==> src/ising_data_pkg.sv <==
//****************************************
// Ising data package
// widths and vector types for spins,
// coupling weights, biases and fields
//****************************************

package ising_data_pkg;

  // problem size
  localparam int unsigned NumSpins     = 8;
  localparam int unsigned SpinIdxWidth = 3;  // log2 of NumSpins

  // arithmetic widths
  localparam int unsigned WeightWidth = 4;
  localparam int unsigned BiasWidth   = 6;
  // worst case |field| is 7*8 + 32 = 88, fits a signed byte
  localparam int unsigned FieldWidth  = 8;

  // one bit per spin, 1 is +1 and 0 is -1
  typedef logic [NumSpins-1:0] spins_t;

  // row or column address into the coupling matrix
  typedef logic [SpinIdxWidth-1:0] spin_idx_t;

  // signed coupling weight J_kj
  typedef logic signed [WeightWidth-1:0] weight_t;

  // signed per-spin bias h_k
  typedef logic signed [BiasWidth-1:0] bias_t;

  // signed local field of one spin
  typedef logic signed [FieldWidth-1:0] field_t;

endpackage : ising_data_pkg

==> src/ising_ctrl_pkg.sv <==
//****************************************
// Ising control package
// run FSM state, sweep, temperature and
// LFSR types and constants
//****************************************

package ising_ctrl_pkg;

  // noise source
  localparam int unsigned LfsrWidth = 16;
  localparam logic [LfsrWidth-1:0] LfsrZeroSubst = 16'h0001;  // an all-zero LFSR would lock up

  localparam int unsigned SweepWidth = 8;
  localparam int unsigned TempWidth  = 8;

  // number of full passes over the spin vector
  typedef logic [SweepWidth-1:0] sweeps_t;

  // flip threshold, compared against the LFSR low byte
  typedef logic [TempWidth-1:0] temp_t;

  // LFSR state and seed
  typedef logic [LfsrWidth-1:0] lfsr_t;

  // run FSM
  typedef enum logic [1:0] {
    IDLE,
    RUN,
    DONE
  } ctrl_state_t;

endpackage : ising_ctrl_pkg

==> src/ising_field_unit.sv <==
//****************************************
// Ising field unit
// holds the J matrix and h vector, sums
// the local field of the addressed spin
//****************************************

`timescale 1ns/1ns

module ising_field_unit (
  input  logic                      clk_i,
  input  logic                      rst_n_i,
  // coupling and bias write strobes
  input  logic                      j_we_i,
  input  ising_data_pkg::spin_idx_t j_row_i,
  input  ising_data_pkg::spin_idx_t j_col_i,
  input  ising_data_pkg::weight_t   j_data_i,
  input  logic                      h_we_i,
  input  ising_data_pkg::bias_t     h_data_i,
  // current spin state and addressed spin
  input  ising_data_pkg::spins_t    spins_i,
  input  ising_data_pkg::spin_idx_t spin_idx_i,
  output ising_data_pkg::field_t    field_o
);

  ising_data_pkg::weight_t j_q [ising_data_pkg::NumSpins][ising_data_pkg::NumSpins];
  ising_data_pkg::bias_t   h_q [ising_data_pkg::NumSpins];

  // coupling matrix, one weight per row/column pair
  always_ff @(posedge clk_i or negedge rst_n_i) begin
    if (!rst_n_i) begin
      for (int r = 0; r < ising_data_pkg::NumSpins; r++) begin
        for (int c = 0; c < ising_data_pkg::NumSpins; c++) begin
          j_q[r][c] <= '0;
        end
      end
    end else if (j_we_i) begin
      j_q[j_row_i][j_col_i] <= j_data_i;
    end
  end

  // bias vector, addressed by the row port
  always_ff @(posedge clk_i or negedge rst_n_i) begin
    if (!rst_n_i) begin
      for (int r = 0; r < ising_data_pkg::NumSpins; r++) begin
        h_q[r] <= '0;
      end
    end else if (h_we_i) begin
      h_q[j_row_i] <= h_data_i;
    end
  end

  // h_k + sum over j != k of J_kj * s_j, with s_j = +1/-1
  always_comb begin : field_sum
    ising_data_pkg::field_t acc;
    ising_data_pkg::field_t term;
    acc = ising_data_pkg::field_t'(h_q[spin_idx_i]);  // sign extended
    for (int j = 0; j < ising_data_pkg::NumSpins; j++) begin
      term = ising_data_pkg::field_t'(j_q[spin_idx_i][j]);
      if (ising_data_pkg::spin_idx_t'(j) != spin_idx_i) begin
        if (spins_i[j]) begin
          acc = acc + term;
        end else begin
          acc = acc - term;  // spin at -1
        end
      end
    end
    field_o = acc;
  end

endmodule : ising_field_unit

==> src/anneal_noise_gen.sv <==
//****************************************
// Annealing noise generator
// 16-bit Fibonacci LFSR and temperature
// compare giving the spin flip flag
//****************************************

`timescale 1ns/1ns

module anneal_noise_gen (
  input  logic                  clk_i,
  input  logic                  rst_n_i,
  input  logic                  seed_load_i,
  input  ising_ctrl_pkg::lfsr_t seed_i,
  input  logic                  step_i,   // one shift per spin update
  input  ising_ctrl_pkg::temp_t temp_i,
  output logic                  flip_o
);

  ising_ctrl_pkg::lfsr_t lfsr_q;
  logic                  feedback;

  // taps 16, 14, 13, 11
  assign feedback = lfsr_q[15] ^ lfsr_q[13] ^ lfsr_q[12] ^ lfsr_q[10];

  always_ff @(posedge clk_i or negedge rst_n_i) begin
    if (!rst_n_i) begin
      lfsr_q <= ising_ctrl_pkg::LfsrZeroSubst;
    end else if (seed_load_i) begin
      if (seed_i == '0) begin
        lfsr_q <= ising_ctrl_pkg::LfsrZeroSubst;  // keep the LFSR out of the lockup state
      end else begin
        lfsr_q <= seed_i;
      end
    end else if (step_i) begin
      lfsr_q <= {lfsr_q[ising_ctrl_pkg::LfsrWidth-2:0], feedback};  // shift toward msb
    end
  end

  // strict compare, temperature 0 never flips
  assign flip_o = (lfsr_q[7:0] < temp_i);

endmodule : anneal_noise_gen

==> src/spin_update_ctrl.sv <==
//****************************************
// Spin update controller
// run FSM, spin and sweep counters, and
// the Gauss-Seidel spin register
//****************************************

`timescale 1ns/1ns

module spin_update_ctrl (
  input  logic                      clk_i,
  input  logic                      rst_n_i,
  input  logic                      start_i,
  input  ising_ctrl_pkg::sweeps_t   sweeps_i,
  input  ising_data_pkg::spins_t    init_spins_i,
  input  ising_data_pkg::field_t    field_i,   // field of spin_idx_o, same cycle
  input  logic                      flip_i,
  output ising_data_pkg::spin_idx_t spin_idx_o,
  output ising_data_pkg::spins_t    spins_o,
  output logic                      seed_load_o,
  output logic                      step_o,
  output logic                      busy_o,
  output logic                      done_o
);

  ising_ctrl_pkg::ctrl_state_t state_q, state_d;
  ising_data_pkg::spin_idx_t   idx_q;
  ising_ctrl_pkg::sweeps_t     sweep_cnt_q;
  ising_data_pkg::spins_t      spins_q;
  logic                        start_ok;
  logic                        last_idx;
  logic                        new_spin;
  logic                        busy_q;
  logic                        done_q;

  assign start_ok = start_i && (state_q == ising_ctrl_pkg::IDLE);
  assign last_idx = (idx_q == ising_data_pkg::spin_idx_t'(ising_data_pkg::NumSpins - 1));

  // sign of the field, then optional noise flip
  assign new_spin = ~field_i[ising_data_pkg::FieldWidth-1] ^ flip_i;

  always_comb begin
    state_d = state_q;
    case (state_q)
      ising_ctrl_pkg::IDLE: begin
        if (start_i) begin
          state_d = (sweeps_i == '0) ? ising_ctrl_pkg::DONE : ising_ctrl_pkg::RUN;
        end
      end
      ising_ctrl_pkg::RUN: begin
        if (last_idx && sweep_cnt_q == ising_ctrl_pkg::sweeps_t'(1)) begin
          state_d = ising_ctrl_pkg::DONE;
        end
      end
      ising_ctrl_pkg::DONE: state_d = ising_ctrl_pkg::IDLE;  // single cycle
      default: state_d = ising_ctrl_pkg::IDLE;
    endcase
  end

  always_ff @(posedge clk_i or negedge rst_n_i) begin
    if (!rst_n_i) begin
      state_q     <= ising_ctrl_pkg::IDLE;
      idx_q       <= '0;
      sweep_cnt_q <= '0;
      spins_q     <= '0;
    end else begin
      state_q <= state_d;
      if (start_ok) begin
        idx_q       <= '0;
        sweep_cnt_q <= sweeps_i;
        spins_q     <= init_spins_i;
      end else if (state_q == ising_ctrl_pkg::RUN) begin
        spins_q[idx_q] <= new_spin;
        idx_q          <= idx_q + 1'b1;  // wraps after the last spin
        if (last_idx) begin
          sweep_cnt_q <= sweep_cnt_q - 1'b1;
        end
      end
    end
  end

  // status flags lag the FSM by one cycle
  always_ff @(posedge clk_i or negedge rst_n_i) begin
    if (!rst_n_i) begin
      busy_q <= 1'b0;
      done_q <= 1'b0;
    end else begin
      busy_q <= (state_q == ising_ctrl_pkg::RUN);
      done_q <= (state_q == ising_ctrl_pkg::DONE);
    end
  end

  assign spin_idx_o  = idx_q;
  assign spins_o     = spins_q;
  assign seed_load_o = start_ok;
  assign step_o      = (state_q == ising_ctrl_pkg::RUN);  // lfsr moves on after every use
  assign busy_o      = busy_q;
  assign done_o      = done_q;

endmodule : spin_update_ctrl

==> src/ising_core.sv <==
//****************************************
// Ising core
// digital spin-update engine top level
//****************************************

`timescale 1ns/1ns

module ising_core (
  input  logic                      clk_i,
  input  logic                      rst_n_i,
  input  logic                      j_we_i,
  input  ising_data_pkg::spin_idx_t j_row_i,
  input  ising_data_pkg::spin_idx_t j_col_i,
  input  ising_data_pkg::weight_t   j_data_i,
  input  logic                      h_we_i,
  input  ising_data_pkg::bias_t     h_data_i,
  input  logic                      start_i,
  input  ising_ctrl_pkg::sweeps_t   sweeps_i,
  input  ising_data_pkg::spins_t    init_spins_i,
  input  ising_ctrl_pkg::lfsr_t     seed_i,
  input  ising_ctrl_pkg::temp_t     temp_i,
  output logic                      busy_o,
  output logic                      done_o,
  output ising_data_pkg::spins_t    spins_o
);

  ising_data_pkg::field_t    field;
  ising_data_pkg::spin_idx_t spin_idx;
  ising_data_pkg::spins_t    spins;
  logic                      flip;
  logic                      seed_load;
  logic                      step;

  ising_field_unit u_field_unit (
    .clk_i      (clk_i),
    .rst_n_i    (rst_n_i),
    .j_we_i     (j_we_i),
    .j_row_i    (j_row_i),
    .j_col_i    (j_col_i),
    .j_data_i   (j_data_i),
    .h_we_i     (h_we_i),
    .h_data_i   (h_data_i),
    .spins_i    (spins),
    .spin_idx_i (spin_idx),
    .field_o    (field)
  );

  anneal_noise_gen u_noise_gen (
    .clk_i       (clk_i),
    .rst_n_i     (rst_n_i),
    .seed_load_i (seed_load),
    .seed_i      (seed_i),
    .step_i      (step),
    .temp_i      (temp_i),
    .flip_o      (flip)
  );

  // combines field sign and flip flag, feeds index and spins back
  spin_update_ctrl u_ctrl (
    .clk_i        (clk_i),
    .rst_n_i      (rst_n_i),
    .start_i      (start_i),
    .sweeps_i     (sweeps_i),
    .init_spins_i (init_spins_i),
    .field_i      (field),
    .flip_i       (flip),
    .spin_idx_o   (spin_idx),
    .spins_o      (spins),
    .seed_load_o  (seed_load),
    .step_o       (step),
    .busy_o       (busy_o),
    .done_o       (done_o)
  );

  assign spins_o = spins;

endmodule : ising_core

==> config.mk <==
export PLATFORM = sky130hd
export DESIGN_NAME = ising_core
export DESIGN_NICKNAME = d
export VERILOG_FILES = /design/src/ising_data_pkg.sv /design/src/ising_ctrl_pkg.sv /design/src/ising_field_unit.sv /design/src/anneal_noise_gen.sv /design/src/spin_update_ctrl.sv /design/src/ising_core.sv
export SDC_FILE = /design/constraint.sdc
export NUM_CORES = 1
export LEC_CHECK = 0
export BUFFER_PORTS_ARGS = -buffer_cell sky130_fd_sc_hd__buf_4
export CORE_MARGIN = 1
export CORE_UTILIZATION = 52
export DETAILED_ROUTE_END_ITERATION = 7
export MAX_ROUTING_LAYER = met4
export PLACE_DENSITY = 0.75
export REMOVE_ABC_BUFFERS = 1
export SLEW_MARGIN = 10
export SYNTH_ARGS = -nofsm -noshare
export SYNTH_HDL_FRONTEND = slang
export SYNTH_HIERARCHICAL = 1
export SYNTH_SLANG_ARGS = --single-unit
export TNS_END_PERCENT = 20
==> constraint.sdc <==
create_clock -name clk_i -period 13.6 [get_ports clk_i]
set_input_delay 2.72 -clock clk_i [delete_from_list [all_inputs] [get_ports clk_i]]
set_output_delay 2.72 -clock clk_i [all_outputs]
set_load 0.01 [all_outputs]
After elaboration in Yosys (flattened, before gate mapping)
Index checks and enable logic that the tools add are counted.
Operators by class
  add/sub/neg operators: 18
  order comparisons: 8
  equality and inequality tests: 13
  mux-type cells: 47
  bitwise gates (word level): 8
  reduce and logical (&&, ||, !) cells: 13
Operator list (count)
  $bwmux 256: 1
  $mux 8: 21
  $bmux 32 s3: 1
  $demux 32 s3: 1
  $mux 32: 3
  $add 8x4->8: 7
  $sub 8x4->8: 7
  $bwmux 48: 1
  $mux 16: 3
  $bmux 6 s3: 1
  $demux 6 s3: 1
  $mux 6: 3
  $logic_not 16->1: 1
  $demux 4 s3: 1
  $ge 4x4->1 const B: 3
  $ne 3x3->1 const A: 4
  $not 3->4: 3
  $bwmux 8: 1
  $eq 8x1->1 const B: 1
  $logic_not 8->1: 1
  $lt 4x1->1 const B: 2
  $lt 8x8->1: 1
  $sub 8x1->8 const B: 1
  $add 6x4->7: 1
  other kinds (24): 37
Storage, ports and cells
  register bits after elaboration: 343
  input port bits: 61
  output and inout port bits: 10
  logic and storage cells: 186

Longest topological paths before layout
  depth in word-level cells: 33
  depth in mapped cells: 54

Modules after synthesis
The synthesis kept the hierarchy.
By module, submodules not included
  ising_field_unit: times used 1, cells an instance 1412, area an instance 17560.6 µm², sequential area each 7607.3 µm²
  spin_update_ctrl: times used 1, cells an instance 125, area an instance 1248.7 µm², sequential area each 575.6 µm²
  anneal_noise_gen: times used 1, cells an instance 100, area an instance 970.9 µm², sequential area each 401.6 µm²

Worst setup path before layout
Ideal clock, no wire load.
  path type: register to register
  start point: reg u_ctrl.idx_q[1], in the netlist u_ctrl/spin_idx_o[1]
  end point: reg u_ctrl.spins_q[1], in the netlist u_ctrl/spins_o[1]
  library setup time: 116 ps
  data arrival time: 10319 ps
  setup slack: 3165 ps
  cell stages (with the launch flop): 50
  buffers on the path: 5
  cells stage by stage: dfrtp_1 -> buf_6 -> buf_6 -> buf_12 -> buf_2 -> buf_2 -> mux4_2 -> mux2i_1 -> ha_1 -> nor2_1 -> a21oi_1 -> fa_1 -> mux2_2 -> ha_1 -> a21o_1 -> a21oi_1 -> xnor2_1 -> mux2_2 -> [14 not listed] -> ha_1 -> xnor2_1 -> mux2_2 -> ha_1 -> xnor2_1 -> nand2_1 -> nand2_1 -> ha_1 -> o21ai_0 -> a21oi_1 -> a211o_1 -> a21oi_2 -> xor2_1 -> xnor3_1 -> xnor3_1 -> xnor2_1 -> nand3_1 -> o311ai_0
On the way
  word-level cells in the longest chain between the ends: 33
Ends and longest elaborated chain
  from (decl): line spin_update_ctrl.sv:26  | ising_data_pkg::spin_idx_t idx_q;
  from (signal assigned): line spin_update_ctrl.sv:73  | idx_q <= idx_q + 1'b1;
  $not 3->4 (not written as such): line ising_field_unit.sv:56, ising_field_unit.sv:58
  $bmux 6 s3 / $bmux 32 s3 (equally long branches): line ising_field_unit.sv:56, ising_field_unit.sv:58
  $mux 6 (not written as such) / $mux 32 (equally long branches) (2 in a row): line ising_field_unit.sv:56, ising_field_unit.sv:58
  $sub 6x4->7 / $add 6x4->7 (equally long branches): line ising_field_unit.sv:63, ising_field_unit.sv:61
  $mux 8: line ising_field_unit.sv:60  | if (spins_i[j]) begin
  $mux 8: line ising_field_unit.sv:59  | if (ising_data_pkg::spin_idx_t'(j) != spin_idx_i) begin
  $sub 8x4->8 / $add 8x4->8 (equally long branches): line ising_field_unit.sv:63, ising_field_unit.sv:61
  $mux 8: line ising_field_unit.sv:60
  [17 not listed]
  $mux 8: line ising_field_unit.sv:60
  $mux 8 *: line ising_field_unit.sv:59
  net field[7]: line ising_core.sv:27  | ising_data_pkg::field_t field;
  $not 1->1 *: line spin_update_ctrl.sv:39  | assign new_spin = ~field_i[ising_data_pkg::FieldWidth-1] ^ flip_i;
  $xor 1x1->1 *: line spin_update_ctrl.sv:39
  $bwmux 8 *: line spin_update_ctrl.sv:72  | spins_q[idx_q] <= new_spin;
  $mux 8 *: line spin_update_ctrl.sv:71  | end else if (state_q == ising_ctrl_pkg::RUN) begin
  $mux 8 *: line spin_update_ctrl.sv:67  | if (start_ok) begin
  to (signal assigned): line spin_update_ctrl.sv:70  | spins_q <= init_spins_i;
  to (signal, indexed assignment): line spin_update_ctrl.sv:72
  to (decl): line spin_update_ctrl.sv:28  | ising_data_pkg::spins_t spins_q;
The timed path passes the listed nets; every way through them passes the cells marked *. The select of a mux whose other input is x is not followed.
A chain may end at the register's enable or synchronous reset.

Worst setup path in the final report
  start point: reg u_ctrl.idx_q[0], in the netlist u_ctrl/spin_idx_o[0]
  end point: reg u_ctrl.spins_q[0], in the netlist u_ctrl/spins_o[0]
Same word-level chain as after synthesis.

==> results.json <==
{
  "htree_levels": 2,
  "skew_ns": 0.008777,
  "drv_cap": 0,
  "slowest_delay_ns": 0.94,
  "vias": 12945,
  "r2r-end": "u_ctrl/spins_o[0]",
  "grt_pass1_vias": 13465,
  "ys_warn_count": 6,
  "min_path_cells": 1,
  "hold_end": "u_field_unit/j_q[91]",
  "cts_tree": "built",
  "cts_root_buffer": "clkbuf_16",
  "coreArea_sq_mm": 0.03687,
  "vias_per_cell": 5.941,
  "holdBufCountCts": 0,
  "drt_iter0_drc": 675,
  "grt_pass1_wl_microns": 72090,
  "cts_resized": 0,
  "postRouteAntennaNets": 0,
  "ios": 71,
  "fmax_mhz": 88.14,
  "hold_start": "u_field_unit/j_q[91]",
  "gp_congestion": 0.8737,
  "setup.worst_path.end_class": "register",
  "tightest_slew_ns": 1.012,
  "clk_pin_slew_worst_paths_ns": 0.06,
  "syn_area_sq_mm": 0.01959,
  "drcViolationCount": 0,
  "worstPathRequired_ns": 13.99,
  "port-buffer-count": 70,
  "grt_util_all_layers_pct": 24.57,
  "slew_headroom_pct": 32.50,
  "post_cts_buffers": 0,
  "die_x_microns": 196.1,
  "drtPass1Iterations": 7,
  "area_delta_synth_final_pct": 10.84,
  "fillers": 2922,
  "crit_type": "register to register",
  "crit_top_cell": "ha_1",
  "cts-buffers-inserted": 38,
  "clockBufferDepth": 3,
  "start_util_pct": 53.13,
  "arrival_ns": 11.74,
  "r2r-start": "u_ctrl/spin_idx_o[0]",
  "min_path_type": "register to register",
  "synthCells": 1604,
  "dieArea_sq_mm": 0.03846,
  "slowest_stage": "dfrtp_4",
  "drive_above_1_share_pct": 33.27,
  "layout.nets": 1793,
  "rsz0062_at_grt": "false",
  "dp_hpwl_microns": 30790,
  "finalSetupTns_ns": 0,
  "fin_crit_sh_pct": 83.43,
  "die_height_microns": 196.1,
  "grt_overflow": 0,
  "grt_max_degree": 120,
  "maxSlewViolCount": 0,
  "min_period_ns": 11.35,
  "clk_latency_ns": 0.52,
  "rr_worst_depth": 44,
  "wl_microns": 44810,
  "outcome": "complete, no violations",
  "cts_sinks": 343,
  "cp-start-kind": "register",
  "setup_viol": 0,
  "rows": 70,
  "path_max_fanout": 38,
  "r2r_slack_ns": 2.25,
  "antenna_found_initial": 4,
  "postSynthAreaPerCell_sq_um": 12.21,
  "route.detailed.wl_per_inst_microns": 20.56,
  "final-hold-violation-count": 0
}
## worst max path at each step
stage / slack (ns) / cells after the start / endpoint / startpoint
after floorplan: 1.14 / 44 / u_ctrl/spins_o[1] / u_ctrl/spin_idx_o[0]
final: 2.25 / 44 / u_ctrl/spins_o[0] / u_ctrl/spin_idx_o[0]
after detailed placement: 2.31 / 45 / u_ctrl/spins_o[1] / u_ctrl/spin_idx_o[0]
after global routing: 1.41 / 44 / u_ctrl/spins_o[1] / u_ctrl/spin_idx_o[0]
after CTS: 2.22 / 45 / u_ctrl/spins_o[0] / u_ctrl/spin_idx_o[0]
after global placement: 2.57 / 43 / u_ctrl/spins_o[1] / u_ctrl/spin_idx_o[0]
## state kept, by name (all words and copies together) (netlist names)
register            cells
u_ctrl/busy_o           1
u_noise_gen/lfsr_q     16
u_ctrl/spin_idx_o       3
u_ctrl/done_o           1
u_field_unit/h_q       48
u_ctrl/spins_o          8
u_ctrl/sweep_cnt_q      8
u_ctrl/state_q          2
u_field_unit/j_q      256
## per-stage QoR
| step | hold WS (ns) | util (%) | cell area, sq um | worst slack, ns | instances |
|---|---|---|---|---|---|
| global route | 0.5127 | 58.89 | 21720 | 1.407 | 2179 |
| global placement | 0.4804 | 55.44 | 20440 | 2.572 | 2108 |
| floorplan | 0.4698 | - | 19220 | 1.141 | 1527 |
| detailed placement | 0.4847 | 55.44 | 20440 | 2.313 | 2108 |
| finish | 0.4965 | 58.89 | 21720 | 2.254 | 2179 |
| CTS | 0.4981 | 58.87 | 21710 | 2.224 | 2175 |
## worst max-delay path, delay by kind of cell (launching register included)
kind / cells / cell delay, ns
xor gates and xnor gates: 9 / 1.79
buffers and inverters: 1 / 0.09
and+or+nand+nor: 7 / 0.80
DFF: 1 / 0.94
muxes: 6 / 2.05
adders and majority gates: 9 / 3.09
AOI/OAI and AO/OA: 12 / 2.41
## metal layers
layer / track usage (%) / up-vias / wire [microns]
li1: - / 5924 / -
met4: 6.076 / 0 / 767
met2: 39.19 / 293 / 21450
met1: 32.88 / 6668 / 20370
met3: 4.091 / 60 / 2220
met5: - / - / 0
## cells in the final DEF, fill, tap and decap left out, types with 5 or more instances in the layout
cell and instances:
nor2b_1 7, buf_4 76, ha_1 81, o21bai_1 8
nand2_1 150, nor2_1 81, mux2_2 333, nand3_1 26
clkbuf_16 39, xnor2_1 39, inv_1 41, mux2_1 5
nand3b_1 6, and2_1 11, nor3_1 6, nor3b_1 7
o211ai_1 17, clkbuf_8 5, nand2b_1 12, mux2i_1 62
nand4_1 5, o311ai_0 6, clkinv_2 5, clkbuf_1 9
a31oi_1 5, mux4_2 63, a21oi_1 48, o21ai_0 45
nor4_1 9, fa_1 7, xor2_1 15, dfrtp_1 339
a21o_1 22
## layout make-up
type / instances / area (sq um) / share of cell area (%)
Multi-Input combinational cell: 1140 / 10470 / 48.20
Tap cell: 504 / 630.6 / 2.904
Clock inverter: 14 / 185.2 / 0.8527
Inverter: 44 / 165.2 / 0.7605
Timing Repair Buffer: 77 / 585.6 / 2.696
Sequential cell: 343 / 8593 / 39.57
Antenna cell: 4 / 10.01 / 0.04609
Clock buffer: 53 / 1079 / 4.967
Power is not shown: default switching activity piles up to over one toggle a cycle in this logic, so the estimate is an artifact.
